**config.mk**
```make
export PLATFORM = sky130hd
export DESIGN_NAME = camera_ctrl_top
export DESIGN_NICKNAME = d
export VERILOG_FILES = /design/src/common/camera_pkg.sv /design/src/verilog/camera_ctrl_top.sv /design/src/verilog/tx_framer.sv /design/src/mcp3008/mcp3008_interface.sv /design/src/verilog/pwm_bank.sv /design/src/verilog/command_decoder.sv
export SDC_FILE = /design/constraint.sdc
export NUM_CORES = 1
export LEC_CHECK = 0
export ABC_AREA = 1
export BUFFER_PORTS_ARGS = -buffer_cell sky130_fd_sc_hd__buf_2
export CORE_MARGIN = 2
export CORE_UTILIZATION = 25
export CTS_CLUSTER_SIZE = 30
export DETAILED_ROUTE_END_ITERATION = 8
export PLACE_DENSITY = 0.39
export SYNTH_ARGS = -nofsm -noshare
export SYNTH_HDL_FRONTEND = slang
export SYNTH_SLANG_ARGS = --single-unit
```
**constraint.sdc**
```tcl
create_clock -name clk -period 2.6 [get_ports clk]
set_clock_uncertainty 0.2 [all_clocks]
set_input_delay 0.52 -clock clk [delete_from_list [all_inputs] [get_ports clk]]
set_output_delay 0.52 -clock clk [all_outputs]
set_load 0.005 [all_outputs]
```
**src/common/camera_pkg.sv**
```systemverilog
`default_nettype none

package camera_pkg;

   // width of every reply word sent to the host
   localparam int reply_width = 16;

   // host command codes
   localparam logic [7:0] cmd_reset         = 8'h01; // clear registers, close shutter
   localparam logic [7:0] cmd_open_shutter  = 8'h02;
   localparam logic [7:0] cmd_close_shutter = 8'h03;
   localparam logic [7:0] cmd_set_register  = 8'h04; // + address byte + value byte
   localparam logic [7:0] cmd_read_register = 8'h05; // + address byte
   localparam logic [7:0] cmd_sample_adc    = 8'h06; // + channel byte, low 3 bits

   // reply frame headers
   localparam logic [7:0] hdr_adc      = 8'hA1;
   localparam logic [7:0] hdr_register = 8'hA2;

   // settings register map, address 3 is unmapped
   localparam logic [1:0] reg_peltier_1 = 2'd0;
   localparam logic [1:0] reg_peltier_2 = 2'd1;
   localparam logic [1:0] reg_spare     = 2'd2;

   // shutter servo pulse widths, compared against the PWM counter upper byte
   localparam logic [7:0] shutter_open_duty   = 8'h50; // roughly 800 us
   localparam logic [7:0] shutter_closed_duty = 8'h96; // roughly 1500 us

endpackage

`default_nettype wire
```
**src/verilog/camera_ctrl_top.sv**
```systemverilog
`timescale 1ns/1ps
`default_nettype none

module camera_ctrl_top #(
   parameter int DCLK_HALF = 4,
   parameter int PWM_BITS  = 8
) (
   input  wire logic       clk,
   input  wire logic       reset,
   input  wire logic       rx_strobe,
   input  wire logic [7:0] rx_data,
   input  wire logic       mcp_dout,
   output logic            tx_strobe,
   output logic [7:0]      tx_data,
   output logic            mcp_dclk,
   output logic            mcp_din,
   output logic            mcp_cs_n,
   output logic            pwm_peltier_1,
   output logic            pwm_peltier_2,
   output logic            pwm_shutter
);

   logic                               adc_start;
   logic [2:0]                         adc_channel;
   logic                               adc_busy;
   logic                               adc_result_valid;
   logic [camera_pkg::reply_width-1:0] adc_result;
   logic                               adc_result_accept;
   logic                               readback_valid;
   logic [camera_pkg::reply_width-1:0] readback_word;
   logic                               readback_accept;
   logic [7:0]                         peltier_1_duty;
   logic [7:0]                         peltier_2_duty;
   logic                               shutter_open;

   command_decoder u_decoder (
      .clk(clk), .reset(reset),
      .rx_strobe(rx_strobe), .rx_data(rx_data),
      .adc_busy(adc_busy), .readback_accept(readback_accept),
      .adc_start(adc_start), .adc_channel(adc_channel),
      .readback_valid(readback_valid), .readback_word(readback_word),
      .peltier_1_duty(peltier_1_duty), .peltier_2_duty(peltier_2_duty),
      .shutter_open(shutter_open)
   );

   pwm_bank #(.PWM_BITS(PWM_BITS)) u_pwm (
      .clk(clk), .reset(reset),
      .peltier_1_duty(peltier_1_duty), .peltier_2_duty(peltier_2_duty),
      .shutter_open(shutter_open),
      .pwm_peltier_1(pwm_peltier_1), .pwm_peltier_2(pwm_peltier_2),
      .pwm_shutter(pwm_shutter)
   );

   mcp3008_interface #(.DCLK_HALF(DCLK_HALF)) u_adc (
      .clk(clk), .reset(reset),
      .adc_start(adc_start), .adc_channel(adc_channel), .mcp_dout(mcp_dout),
      .mcp_dclk(mcp_dclk), .mcp_din(mcp_din), .mcp_cs_n(mcp_cs_n),
      .adc_busy(adc_busy), .adc_result_valid(adc_result_valid),
      .adc_result(adc_result), .adc_result_accept(adc_result_accept)
   );

   tx_framer u_framer (
      .clk(clk), .reset(reset),
      .adc_result_valid(adc_result_valid), .adc_result(adc_result),
      .readback_valid(readback_valid), .readback_word(readback_word),
      .adc_result_accept(adc_result_accept), .readback_accept(readback_accept),
      .tx_strobe(tx_strobe), .tx_data(tx_data)
   );

endmodule

`default_nettype wire

```
**src/verilog/tx_framer.sv**
```systemverilog
`timescale 1ns/1ps
`default_nettype none

// three byte frames: header, word high byte, word low byte
module tx_framer (
   input  wire logic                                clk,
   input  wire logic                                reset,
   input  wire logic                                adc_result_valid,
   input  wire logic [camera_pkg::reply_width-1:0]  adc_result,
   input  wire logic                                readback_valid,
   input  wire logic [camera_pkg::reply_width-1:0]  readback_word,
   output logic                                     adc_result_accept,
   output logic                                     readback_accept,
   output logic                                     tx_strobe,
   output logic [7:0]                               tx_data
);

   logic [1:0]                         byte_cnt;   // 0 idle, 1 high next, 2 low next
   logic [camera_pkg::reply_width-1:0] frame_word;
   logic                               idle;
   logic                               start;

   assign idle  = (byte_cnt == 2'd0);
   assign start = idle && (adc_result_valid || readback_valid);

   always_ff @(posedge clk) begin
      adc_result_accept <= 1'b0;
      readback_accept   <= 1'b0;
      tx_strobe         <= 1'b0;
      if (reset) begin
         byte_cnt <= 2'd0;
      end else begin
         case (byte_cnt)
            2'd0: begin
               if (adc_result_valid) begin
                  adc_result_accept <= 1'b1; // ADC result has priority
                  tx_strobe         <= 1'b1;
                  byte_cnt          <= 2'd1;
               end else if (readback_valid) begin
                  readback_accept <= 1'b1;
                  tx_strobe       <= 1'b1;
                  byte_cnt        <= 2'd1;
               end
            end
            2'd1: begin
               tx_strobe <= 1'b1;
               byte_cnt  <= 2'd2;
            end
            2'd2: begin
               tx_strobe <= 1'b1;
               byte_cnt  <= 2'd0; // ready again right after the low byte
            end
            default: byte_cnt <= 2'd0;
         endcase
      end
   end

   always_ff @(posedge clk) begin
      if (start) begin
         if (adc_result_valid) begin
            frame_word <= adc_result;
            tx_data    <= camera_pkg::hdr_adc;
         end else begin
            frame_word <= readback_word;
            tx_data    <= camera_pkg::hdr_register;
         end
      end else if (byte_cnt == 2'd1) begin
         tx_data <= frame_word[15:8];
      end else if (byte_cnt == 2'd2) begin
         tx_data <= frame_word[7:0];
      end
   end

   // only one source may be taken per frame
   assert property (@(posedge clk) disable iff (reset)
      !(adc_result_accept && readback_accept));

endmodule

`default_nettype wire

```
**src/mcp3008/mcp3008_interface.sv**
```systemverilog
`timescale 1ns/1ps
`default_nettype none

// SPI master for the MCP3008 with the data clock idling high
// one transaction is 17 data clock periods
//   periods 1-5   start, single ended, D2 D1 D0 driven on falling edges
//   periods 6-7   sample clock and null bit
//   periods 8-17  B9 down to B0 captured on rising edges
module mcp3008_interface #(
   parameter int DCLK_HALF = 4  // clk cycles per half data clock
) (
   input  wire logic                                clk,
   input  wire logic                                reset,
   input  wire logic                                adc_start,
   input  wire logic [2:0]                          adc_channel,
   input  wire logic                                mcp_dout,
   output logic                                     mcp_dclk,
   output logic                                     mcp_din,
   output logic                                     mcp_cs_n,
   output logic                                     adc_busy,
   output logic                                     adc_result_valid,
   output logic [camera_pkg::reply_width-1:0]       adc_result,
   input  wire logic                                adc_result_accept
);

   localparam int             DIV_W    = $clog2(DCLK_HALF + 1);
   localparam logic [DIV_W-1:0] DIV_LAST = DIV_W'(DCLK_HALF - 1);

   logic [DIV_W-1:0] div_cnt;
   logic [4:0]       period_cnt;   // 0 to 16
   logic [2:0]       channel;
   logic [8:0]       shift_reg;    // B9 to B1 while B0 comes straight from the pin
   logic             tick;         // data clock edge this cycle
   logic             last_period;
   logic             cmd_bit;

   assign tick        = adc_busy && (div_cnt == DIV_LAST);
   assign last_period = (period_cnt == 5'd16);

   always_comb begin
      case (period_cnt)
         5'd0:    cmd_bit = 1'b1; // start
         5'd1:    cmd_bit = 1'b1; // single ended
         5'd2:    cmd_bit = channel[2];
         5'd3:    cmd_bit = channel[1];
         5'd4:    cmd_bit = channel[0];
         default: cmd_bit = 1'b0;
      endcase
   end

   always_ff @(posedge clk) begin
      if (reset) begin
         adc_busy         <= 1'b0;
         mcp_cs_n         <= 1'b1;
         mcp_dclk         <= 1'b1;
         mcp_din          <= 1'b0;
         adc_result_valid <= 1'b0;
         div_cnt          <= '0;
         period_cnt       <= 5'd0;
      end else begin
         if (adc_result_accept)
            adc_result_valid <= 1'b0;

         if (!adc_busy) begin
            if (adc_start) begin
               adc_busy   <= 1'b1;
               mcp_cs_n   <= 1'b0;
               div_cnt    <= '0;
               period_cnt <= 5'd0;
            end
         end else if (tick) begin
            div_cnt  <= '0;
            mcp_dclk <= ~mcp_dclk;
            if (mcp_dclk) begin
               mcp_din <= cmd_bit; // device latches this bit on the next rise
            end else if (last_period) begin
               adc_busy         <= 1'b0;
               mcp_cs_n         <= 1'b1;
               mcp_din          <= 1'b0;
               adc_result_valid <= 1'b1; // set wins over a same cycle accept
            end else begin
               period_cnt <= period_cnt + 5'd1;
            end
         end else begin
            div_cnt <= div_cnt + DIV_W'(1);
         end
      end
   end

   // channel, shift register and result
   always_ff @(posedge clk) begin
      if (!adc_busy && adc_start)
         channel <= adc_channel;
      if (tick && !mcp_dclk) begin
         if (period_cnt >= 5'd7)
            shift_reg <= {shift_reg[7:0], mcp_dout}; // MSB first
         if (last_period)
            adc_result <= {1'b0, channel, 2'b00, shift_reg, mcp_dout};
      end
   end

   // chip select must cover the whole busy window
   assert property (@(posedge clk) disable iff (reset) adc_busy |-> !mcp_cs_n);

endmodule

`default_nettype wire

```
**src/verilog/pwm_bank.sv**
```systemverilog
`timescale 1ns/1ps
`default_nettype none

// PWM_BITS is meant to lie between 8 and 16
module pwm_bank #(
   parameter int PWM_BITS = 8
) (
   input  wire logic       clk,
   input  wire logic       reset,
   input  wire logic [7:0] peltier_1_duty,
   input  wire logic [7:0] peltier_2_duty,
   input  wire logic       shutter_open,
   output logic            pwm_peltier_1,
   output logic            pwm_peltier_2,
   output logic            pwm_shutter
);

   logic [15:0]         counter;      // free running, shared by all channels
   logic [PWM_BITS-1:0] duty_1_ext;
   logic [PWM_BITS-1:0] duty_2_ext;
   logic [7:0]          shutter_duty;

   assign duty_1_ext = PWM_BITS'(peltier_1_duty);
   assign duty_2_ext = PWM_BITS'(peltier_2_duty);

   assign shutter_duty = shutter_open ? camera_pkg::shutter_open_duty
                                      : camera_pkg::shutter_closed_duty;

   always_ff @(posedge clk) begin
      if (reset)
         counter <= 16'h0000;
      else
         counter <= counter + 16'h0001;
   end

   // outputs registered so the pins carry no compare glitches
   always_ff @(posedge clk) begin
      if (reset) begin
         pwm_peltier_1 <= 1'b0;
         pwm_peltier_2 <= 1'b0;
         pwm_shutter   <= 1'b0;
      end else begin
         pwm_peltier_1 <= counter[PWM_BITS-1:0] < duty_1_ext;
         pwm_peltier_2 <= counter[PWM_BITS-1:0] < duty_2_ext;
         pwm_shutter   <= counter[15:8] < shutter_duty; // one pulse per 65536 cycles
      end
   end

endmodule

`default_nettype wire

```
**src/verilog/command_decoder.sv**
```systemverilog
`timescale 1ns/1ps
`default_nettype none

module command_decoder (
   input  wire logic                                clk,
   input  wire logic                                reset,
   input  wire logic                                rx_strobe,
   input  wire logic [7:0]                          rx_data,
   input  wire logic                                adc_busy,
   input  wire logic                                readback_accept,
   output logic                                     adc_start,
   output logic [2:0]                               adc_channel,
   output logic                                     readback_valid,
   output logic [camera_pkg::reply_width-1:0]       readback_word,
   output logic [7:0]                               peltier_1_duty,
   output logic [7:0]                               peltier_2_duty,
   output logic                                     shutter_open
);

   typedef enum logic [2:0] {
      st_idle,
      st_set_addr,     // waiting for the register address
      st_set_value,    // waiting for the value byte
      st_read_addr,
      st_adc_channel
   } state_t;

   state_t     state;
   logic [1:0] wr_addr;    // address held between the two set bytes
   logic [7:0] spare_reg;
   logic [7:0] read_value;

   // register readback mux, unmapped address reads as zero
   always_comb begin
      case (rx_data[1:0])
         camera_pkg::reg_peltier_1: read_value = peltier_1_duty;
         camera_pkg::reg_peltier_2: read_value = peltier_2_duty;
         camera_pkg::reg_spare:     read_value = spare_reg;
         default:                   read_value = 8'h00;
      endcase
   end

   always_ff @(posedge clk) begin
      adc_start <= 1'b0; // single cycle strobe
      if (reset) begin
         state          <= st_idle;
         peltier_1_duty <= 8'h00;
         peltier_2_duty <= 8'h00;
         spare_reg      <= 8'h00;
         shutter_open   <= 1'b0;
         readback_valid <= 1'b0;
      end else begin
         if (readback_accept)
            readback_valid <= 1'b0;

         if (rx_strobe) begin
            case (state)
               st_idle: begin
                  case (rx_data)
                     camera_pkg::cmd_reset: begin
                        peltier_1_duty <= 8'h00;
                        peltier_2_duty <= 8'h00;
                        spare_reg      <= 8'h00;
                        shutter_open   <= 1'b0;
                     end
                     camera_pkg::cmd_open_shutter:  shutter_open <= 1'b1;
                     camera_pkg::cmd_close_shutter: shutter_open <= 1'b0;
                     camera_pkg::cmd_set_register:  state <= st_set_addr;
                     camera_pkg::cmd_read_register: state <= st_read_addr;
                     camera_pkg::cmd_sample_adc:    state <= st_adc_channel;
                     default:                       state <= st_idle; // unknown, ignore
                  endcase
               end
               st_set_addr: state <= st_set_value;
               st_set_value: begin
                  case (wr_addr)
                     camera_pkg::reg_peltier_1: peltier_1_duty <= rx_data;
                     camera_pkg::reg_peltier_2: peltier_2_duty <= rx_data;
                     camera_pkg::reg_spare:     spare_reg      <= rx_data;
                     default:                   ; // writes to address 3 are dropped
                  endcase
                  state <= st_idle;
               end
               st_read_addr: begin
                  readback_valid <= 1'b1; // a newer read replaces a pending one
                  state          <= st_idle;
               end
               st_adc_channel: begin
                  if (!adc_busy)
                     adc_start <= 1'b1;
                  state <= st_idle;
               end
               default: state <= st_idle;
            endcase
         end
      end
   end

   // payload side of the byte path
   always_ff @(posedge clk) begin
      if (rx_strobe && state == st_set_addr)
         wr_addr <= rx_data[1:0];
      if (rx_strobe && state == st_read_addr)
         readback_word <= {6'b000000, rx_data[1:0], read_value};
      if (rx_strobe && state == st_adc_channel)
         adc_channel <= rx_data[2:0];
   end

   // a conversion request must never reach the ADC interface mid transaction
   assert property (@(posedge clk) disable iff (reset) adc_start |-> !adc_busy);

endmodule

`default_nettype wire

```
==> results of run 1 <==
[metrics by stage]
stage / instance area [sq um] / hold WS, ns / std cells / power (mW) / setup slack, ns
3_3_place_gp: 6390 / 0.207 / 1031 / 2.56 / 0.360
2_1_floorplan: 5880 / 0.200 / 695 / 2.46 / 0.534
3_5_place_dp: 6390 / 0.215 / 1031 / 2.57 / 0.299
6_report: 6960 / 0.134 / 1063 / 4.83 / 0.536
4_1_cts: 6960 / 0.110 / 1063 / 4.90 / 0.499
5_1_grt: 6960 / 0.113 / 1063 / 5.05 / 0.348
[worst reg2reg max path, cell delays in order (launching register included)]
cell and delay [ns]:
dfxtp_1 0.56, nand3_1 0.23, inv_1 0.14, nand2_1 0.11, nor2_1 0.23, buf_4 0.28
[cell type report]
type / count / area share [%]
Timing Repair Buffer: 33 / 2.62
Tap cell: 319 / 5.74
Clock inverter: 14 / 2.07
Clock buffer: 18 / 6.17
Inverter: 113 / 6.09
Sequential cell: 128 / 45.6
Multi-Input combinational cell: 438 / 31.7
[placed cells by master (no fill, tap or decap), drive strengths merged]
master / netlist / routed
a2111oi: 1 / 1
a21boi: 1 / 1
a21oi: 34 / 34
a311oi: 1 / 1
a41oi: 1 / 1
buf: 7 / 33
bufinv: 0 / 2
clkbuf: 9 / 18
clkinv: 1 / 9
clkinvlp: 0 / 4
dfxtp: 67 / 67
edfxtp: 61 / 61
ha: 26 / 26
inv: 112 / 112
nand2: 184 / 184
nand3: 26 / 26
nand4: 26 / 26
nor2: 84 / 84
nor3: 16 / 16
o21a: 1 / 1
o21ai: 19 / 19
o21bai: 1 / 1
o221ai: 8 / 8
o31a: 2 / 2
o31ai: 1 / 1
or2: 1 / 1
xnor2: 2 / 2
xor2: 3 / 3
[synthesized netlist by cell type, drive strengths merged, types with 7 or more instances]
master	number
a21oi	34
buf	7
clkbuf	9
dfxtp	67
edfxtp	61
ha	26
inv	112
nand2	184
nand3	26
nand4	26
nor2	84
nor3	16
o21ai	19
o221ai	8
[kinds of logic after synthesis]
family / synth area share, %
XOR/XNOR: 0.745
adder cells (fa/ha/maj): 5.53
AND/OR/NAND/NOR: 24.2
buffers and inverters: 8.47
AO/OA/AOI/OAI: 7.02
flip-flops: 54.0
[report_power, final]
group	switching, mW	internal, mW	total, mW
Sequential	0.0261	2.16	2.19
Combinational	0.225	0.108	0.334
Clock	0.901	1.40	2.31
Total	1.15	3.67	4.83
[layer usage]
metal	part of all wire, %	vias up	track usage [%]	wire length (um)
li1	-	2334	-	-
met1	47	2055	14.7	6520
met2	48	53	20.1	6560
met3	3.0	20	3.11	409
met4	2.2	0	4.85	305
met5	0	-	0	0
[worst paths after layout]
check | slack, ns | start | cells after the start | to
max | 0.54 | u_adc.adc_busy | 5 | u_adc.adc_result[5]
min | 0.13 | mcp_dout | 1 | u_adc.adc_result[0]
min reg2reg | 0.23 | u_adc.shift_reg[8] | 0 | u_adc.adc_result[9]
max reg2reg | 0.54 | u_adc.adc_busy | 5 | u_adc.adc_result[5]
==> metrics.yaml, run 1 <==
outcome:
  status: "finished clean"
logic_synthesis:
  synth_seq_cells: 128
  syn_inst: 695
  ys_types: 34
  yosys.area.top_type: "edfxtp_1"
  yosys.area.top_type_share_pct: 31.2
  avgSynthCellArea_sq_um: 8.46
  synth_area_sq_um: 5880
  yosysSeqAreaShare_pct: 54.0
  synth_nets: 733
  synthTopCellsByArea: "edfxtp_1 (31%), dfxtp_1 (23%), nand2_1 (12%)"
  ys_warn_count: 0
  synthFlopType: "dfxtp_1"
  synth_edf_count: 61
  ys_async_sr_fraction_pct: 0
clocking:
  root_buffer: "clkbuf_16"
  htreeDepth: 4
  cts.sinks: 128
  cts_hold_buf: 0
  path_clk_slew_ns: 0.06
  numCtsBuffers: 17
  clk_latency_ns: 0.42
  cts_setup_buffers: 0
  clock_path_buffers: 2
  cts_tree: "done"
  ctsResizeCount: 0
finish:
  largest_reg_flops: 16
  num-nets-final: 769
  seq_area_sq_um: 3170
  antenna_cells: 0
  largest-register: "u_pwm.counter"
  multi_input_area_sq_um: 2210
  syn_to_final_growth_pct: 18.4
  final_core_util_pct: 29.9
  drive_gt1_share_pct: 9.95
  largestRegisters: "u_pwm.counter x16, u_adc.adc_result x13, u_framer.frame_word x13"
  nFillCells: 2528
pwr:
  ir_drop_mv: 0.408
  power.density_nw_per_um2: 694
  leakagePower_nw: 2.91
timing:
  tightest_slew_ns: 0.815
  max_freq_mhz: 485
  slew_violations: 0
  finalSetupViolations: 0
  maxSlewHeadroom_pct: 45.7
  period_needed_ns: 2.06
  finalHoldViolCount: 0
  period_share_pct: 79.4
  rsz0062_at_grt: "no"
  tns_ns: 0
die:
  fp-row-count: 56
  die-area_sq_um: 24800
  die_h_um: 157
  coreArea_sq_um: 23300
  ios: 27
  start_util_pct: 25.3
  die_w_um: 157
grt:
  track_usage_pct: 12.0
  grt_max_degree: 37
  grt_pass1_wl_mm: 22.7
  grt_pass1_vias: 4421
  antenna_found_initial: 0
  overflow: 0
setup_path:
  slowest_stage: "dfxtp_1"
  path_delay_family: "flip-flops"
  cp-end-kind: "flop"
  crit_required_ns: 2.51
  worstPathArrival_ns: 1.97
  path_max_fanout: 14
  path_cells: "nand3_1 > inv_1 > nand2_1 > nor2_1 > buf_4"
  critPathMaxStageDelay_ns: 0.56
  crit_buf_inv: 2
  worstSetupPathType: "reg2reg"
  cp-start-kind: "flop"
hold_path:
  hold_path_class: "in2reg"
placement:
  dpl.hpwl_mm: 10.1
  gp_congestion: 0.824
  io_buffer_count: 26
routing:
  final_antenna_net_count: 0
  drc_errors: 0
  routedWlPerCell_um: 13.0
  viasPerCell: 4.20
  postRouteWirelength_mm: 13.8
  first_pass_iters: 4
  drtIter0Drc: 208
  num_vias: 4462
flow_run:
  cap_violations: 0
Note: power is estimated with default switching activity, not from simulation.
==> inputs of run 2 (changes only) <==
- ABC_AREA: 1 -> 0
- PLACE_DENSITY: 0.39 -> 0.41
- clock period: 2.6 -> 1.7 ns (I/O delays scaled with it)
==> run 2 against run 1 <==
  * Non-clock buffer count up 39
  * Global-route usage down 0.45 points
  * Die area down 7.5%
  * Hold slack worse by 0.099 ns
  * Power up 50%
  * Register-to-register slack worse by 0.49 ns
  * Sequential power up 47%
  * Critical path type unchanged
  * Highest routed layer unchanged
==> metrics.yaml, run 2 <==
outcome:
  status: "finished clean"
logic_synthesis:
  synthXorXnorAreaFrac_pct: 2.26
  ys_types: 47
  synth_area_sq_um: 5430
  synth-compound-area-share_pct: 11.1
  synth_mux_area_share_pct: 4.31
  yosysMostFrequentCell: "dfxtp_1"
  avgSynthCellArea_sq_um: 11.7
  synthFlopType: "dfxtp_1"
  yosys.area.top_type_share_pct: 33.8
  synth_nets: 503
  synth_edf_count: 61
  yosysSeqAreaShare_pct: 58.5
  yosys.area.top_type: "edfxtp_1"
  ys_warn_count: 0
  synthTopCellsByArea: "edfxtp_1 (34%), dfxtp_1 (25%), ha_1 (6.0%)"
  synth_fa_ha_area_share_pct: 6.00
  synth_top_cells_by_count: "dfxtp_1 (67), edfxtp_1 (61), nand2_1 (31), inv_1 (30), nor2_1 (29)"
  synth_seq_cells: 128
  syn_inst: 465
  ys_async_sr_fraction_pct: 0
  synth-simple-area-share_pct: 14.8
  synth_top_family_by_area: "simple AND/OR/NAND/NOR gates"
clocking:
  root_buffer: "clkbuf_16"
  cts.sinks: 128
  path_clk_slew_ns: 0.06
  htreeDepth: 4
  cts_tree: "done"
  clk_latency_ns: 0.41
  numCtsBuffers: 17
  clock_path_buffers: 2
routing:
  routedWlPerCell_um: 14.8
  drtIter0Drc: 164
  viasPerCell: 4.50
  final_antenna_net_count: 0
  num_vias: 3739
  first_pass_iters: 4
  postRouteWirelength_mm: 12.3
  drc_errors: 0
timing:
  tightest_slew_ns: 0.336
  period_share_pct: 97.2
  maxSlewHeadroom_pct: 77.5
  finalHoldViolCount: 0
  max_freq_mhz: 605
  period_needed_ns: 1.65
  slew_violations: 0
  rsz0062_at_grt: "yes"
  timing.final.ws_setup_ns: 0.0484
  finalSetupViolations: 0
  hold_slack_ns: 0.0356
setup_path:
  critPathMaxStageDelay_ns: 0.32
  slowest_stage: "dfxtp_1"
  path_cells: "buf_4 > ha_1 > nand2_1 > o21ai_0 > a41o_1 > a31oi_4"
  worstPathArrival_ns: 1.74
  cp-end-kind: "flop"
  cp-start-kind: "flop"
  crit_required_ns: 1.79
  worstSetupPathType: "reg2reg"
  path_max_fanout: 4
die:
  fp-row-count: 53
  coreArea_sq_um: 21200
  start_util_pct: 25.6
  ios: 27
  die-area_sq_um: 22900
  die_h_um: 151
  die_w_um: 151
finish:
  final_common_cell: "edfxtp_1"
  largest-register: "u_pwm.counter"
  stdcell_area_sq_um: 7000
  final_cell_mix: "edfxtp_1 (61), dfxtp_1 (57), buf_4 (42), nand2_1 (31)"
  syn_to_final_growth_pct: 29.1
  final_core_util_pct: 33.1
  largestRegisters: "u_pwm.counter x16, u_adc.adc_result x13, u_framer.frame_word x13"
  drive_gt1_share_pct: 27.9
  largest_reg_flops: 16
  num-nets-final: 581
  antenna_cells: 0
placement:
  placed_cell_area_sq_um: 6210
  pre_cts_slack_ns: -0.264
  io_buffer_count: 26
  gp_congestion: 0.761
  dpl.hpwl_mm: 8.67
pwr:
  power.density_nw_per_um2: 1040
  leakagePower_nw: 2.53
  ir_drop_mv: 0.614
  total_power_mw: 7.26
grt:
  track_usage_pct: 11.5
  grt_pass1_vias: 3938
  antenna_found_initial: 0
  grt_max_degree: 36
  overflow: 0
  grt_pass1_wl_mm: 20.4
hold_path:
  hold_path_class: "in2reg"
flow_run:
  cap_violations: 0
run 2: cell types whose count changed after synthesis, sizes merged, moves of 10 or more:
cell	delta
nand4	-22
nand2	-153
nor3	-10
mux2i	+11
mux2	+11
inv	-82
a21oi	-15
nor2	-55
o2bb2ai	+24
nand3	-11
run 2: area by class of cell:
class | count | area (sq um)
clock buffers | 18 | 429
repair buffers | 72 | 515
fillers | 2103 | 14200
well taps | 275 | 344
inverters | 30 | 113
clock inverters | 14 | 190
multi-input cells | 294 | 2220
flip-flops and latches | 128 | 3190
run 2: critical path: cells and delay by family (launching register included):
family                   cells  cell delay (ns)
AO/OA/AOI/OAI                3             0.54
flip-flops                   1             0.32
buffers and inverters        1             0.15
AND/OR/NAND/NOR              1             0.05
adder cells (fa/ha/maj)      1             0.26
run 2: final timing paths:
path / startpoint / to / slack, ns / cells after the start
max: u_pwm.counter[1] / u_pwm.pwm_peltier_2 / 0.05 / 6
min: rx_data[2] / u_decoder.adc_channel[2] / 0.04 / 1
max reg2reg: u_pwm.counter[1] / u_pwm.pwm_peltier_2 / 0.05 / 6
min reg2reg: u_adc.shift_reg[8] / u_adc.adc_result[9] / 0.22 / 0
run 2: cells by family after synthesis:
kind of cell | count (synthesis)
buffers and inverters | 44
and+or+nand+nor | 143
muxes | 22
DFF | 128
adders and majority gates | 26
AOI/OAI and AO/OA | 88
xor gates and xnor gates | 14
run 2: power breakdown:
group / total, mW / switching, mW / internal [mW]
sequential: 3.22 / 0.00779 / 3.22
clock: 3.80 / 1.35 / 2.45
combinational: 0.229 / 0.134 / 0.0958
run 2: repair_timing:
action | 4_1_cts | 5_1_grt
setup buffers | 0 | 2
endpoints found under the setup margin | 16 | 65
gates cloned | 0 | 1
hold buffers | 1 | 0
hold endpoints to repair | 2 | 0
pin swaps | 1 | 9
resized for setup | 2 | 37
run 2: metal layers:
metal  routed length, um  part of all wire (%)  vias to the layer above  GRT usage (%)
li1                    -                     -                     1870              -
met1                5860                    48                     1789           14.8
met2                5820                    47                       64           18.3
met3                 455                   3.7                       16           3.55
met4                 166                   1.4                        0           4.16
met5                   0                     0                        -              0
run 2: through the flow:
stage                     setup TNS [ns]  cells
after global routing             -0.0128    831
after CTS                         -0.101    828
after detailed placement           -4.73    795
final                                  0    831
after global placement             -3.59    795
after floorplan                  -0.0879    465
==> inputs of run 3 (changes only) <==
- CORE_ASPECT_RATIO: unset -> 0.9
==> run 3 against run 2 <==
  * Clock-buffer cell count is the same
  * Critical path depth down 2
  * Combinational power is 6% lower
  * Sequential share of layout area shrank 0.35 points
  * Via count decreased by 1.7%
  * Sequential cell count unchanged
  * Clock power increased by 6.1%
  * Die area barely moved
==> metrics.yaml, run 3 (same netlist as run 2, synthesis figures left out) <==
hold_path:
  min_from: "rx_strobe"
  hold_path_class: "in2reg"
pwr:
  ir_drop_mv: 0.678
  leakagePower_nw: 2.58
  power.density_nw_per_um2: 1060
grt:
  overflow: 0
  antenna_found_initial: 0
  grt_max_degree: 28
  grt_pass1_vias: 3627
  grt_pass1_wl_mm: 19.1
  track_usage_pct: 10.7
finish:
  drive_gt1_share_pct: 28.1
  syn_to_final_growth_pct: 30.1
  final_common_cell: "edfxtp_1"
  largest-register: "u_pwm.counter"
  num-nets-final: 588
  antenna_cells: 0
  final_cells: 854
  stdcell_area_sq_um: 7060
  largestRegisters: "u_pwm.counter x16, u_adc.adc_result x13, u_framer.frame_word x13"
  final_cell_mix: "edfxtp_1 (61), dfxtp_1 (57), buf_4 (48), nand2_1 (31), nor2_1 (29)"
  largest_reg_flops: 16
timing:
  tightest_slew_ns: 0.334
  tns_ns: 0
  period_share_pct: 98.6
  finalSetupViolations: 0
  rsz0062_at_grt: "yes"
  period_needed_ns: 1.68
  max_freq_mhz: 596
  hold_slack_ns: 0.0859
  timing.final.ws_setup_ns: 0.0233
  finalHoldViolCount: 0
  slew_violations: 0
  maxSlewHeadroom_pct: 77.5
clocking:
  clk_latency_ns: 0.42
  clock_path_buffers: 2
  htreeDepth: 4
  path_clk_slew_ns: 0.06
  cts_tree: "done"
  numCtsBuffers: 17
  cts.sinks: 128
  root_buffer: "clkbuf_16"
routing:
  drtIter0Drc: 172
  postRouteWirelength_mm: 11.9
  first_pass_iters: 6
  viasPerCell: 4.30
  num_vias: 3675
  routedWlPerCell_um: 13.9
  final_antenna_net_count: 0
  drc_errors: 0
setup_path:
  crit_start: "u_adc.div_cnt[0]"
  cp-end-kind: "flop"
  crit_required_ns: 1.80
  worstSetupPathType: "reg2reg"
  worstPathArrival_ns: 1.78
  cp-start-kind: "flop"
  r2r_start: "u_adc.div_cnt[0]"
  path_max_fanout: 8
placement:
  dpl.cell_count: 815
  dpl.hpwl_mm: 8.47
  gp_congestion: 0.793
  io_buffer_count: 26
  pre_cts_slack_ns: -0.251
  placed_cell_area_sq_um: 6250
die:
  start_util_pct: 25.3
  fp-row-count: 51
  die_w_um: 159
  coreArea_sq_um: 21400
  ios: 27
  die_h_um: 144
  die-area_sq_um: 22900
flow_run:
  cap_violations: 0
outcome:
  status: "finished clean"
-- run 3: final cells by class --
type	instances	area (sq um)
clock buffers	18	439
clock inverters	14	211
fillers	2198	14400
inverters	30	113
multi-input cells	294	2180
flip-flops and latches	128	3190
well taps	291	364
repair buffers	79	562
-- run 3: final timing paths --
check                                           end  slack, ns  depth (start not counted)
worst max-delay path                 u_adc.mcp_cs_n       0.02                          4
worst max register to register       u_adc.mcp_cs_n       0.02                          4
worst min-delay path             u_decoder.state[1]       0.09                          3
worst min register to register  u_adc.adc_result[9]       0.22                          0
-- run 3: repair_timing --
item,CTS,global route
setup buffers,0,4
endpoints found under the setup margin,1,62
pin swaps,1,8
gates resized for setup,0,29
endpoints found under the hold margin,3,0
hold buffers,2,0
gates cloned,0,1
-- run 3: worst max-delay path, stage by stage, from the launching register on --
cell and delay (ns):
dfxtp_2 0.34, ha_4 0.16, and4bb_2 0.27, and2_2 0.30
a211o_1 0.29
-- run 3: where the power goes --
| part | internal (mW) | switching [mW] |
|---|---|---|
| Clock | 2.64 | 1.39 |
| Sequential | 3.22 | 0.00841 |
| Combinational | 0.0919 | 0.123 |
| Total | 5.95 | 1.52 |
-- run 3: per-layer routing --
metal | up-vias | share of wire (%) | global-route usage [%]
li1 | 1878 | - | -
met1 | 1740 | 51 | 14.2
met2 | 38 | 45 | 16.2
met3 | 19 | 2.6 | 3.12
met4 | 0 | 1.8 | 4.88
met5 | - | 0 | 0
-- run 3: per-stage QoR --
step	power [mW]	utilization (%)
CTS	7.57	32.3
finish	7.47	32.9
detailed placement	3.51	29.2
floorplan	3.40	-
global route	7.74	32.9
global placement	3.50	29.2
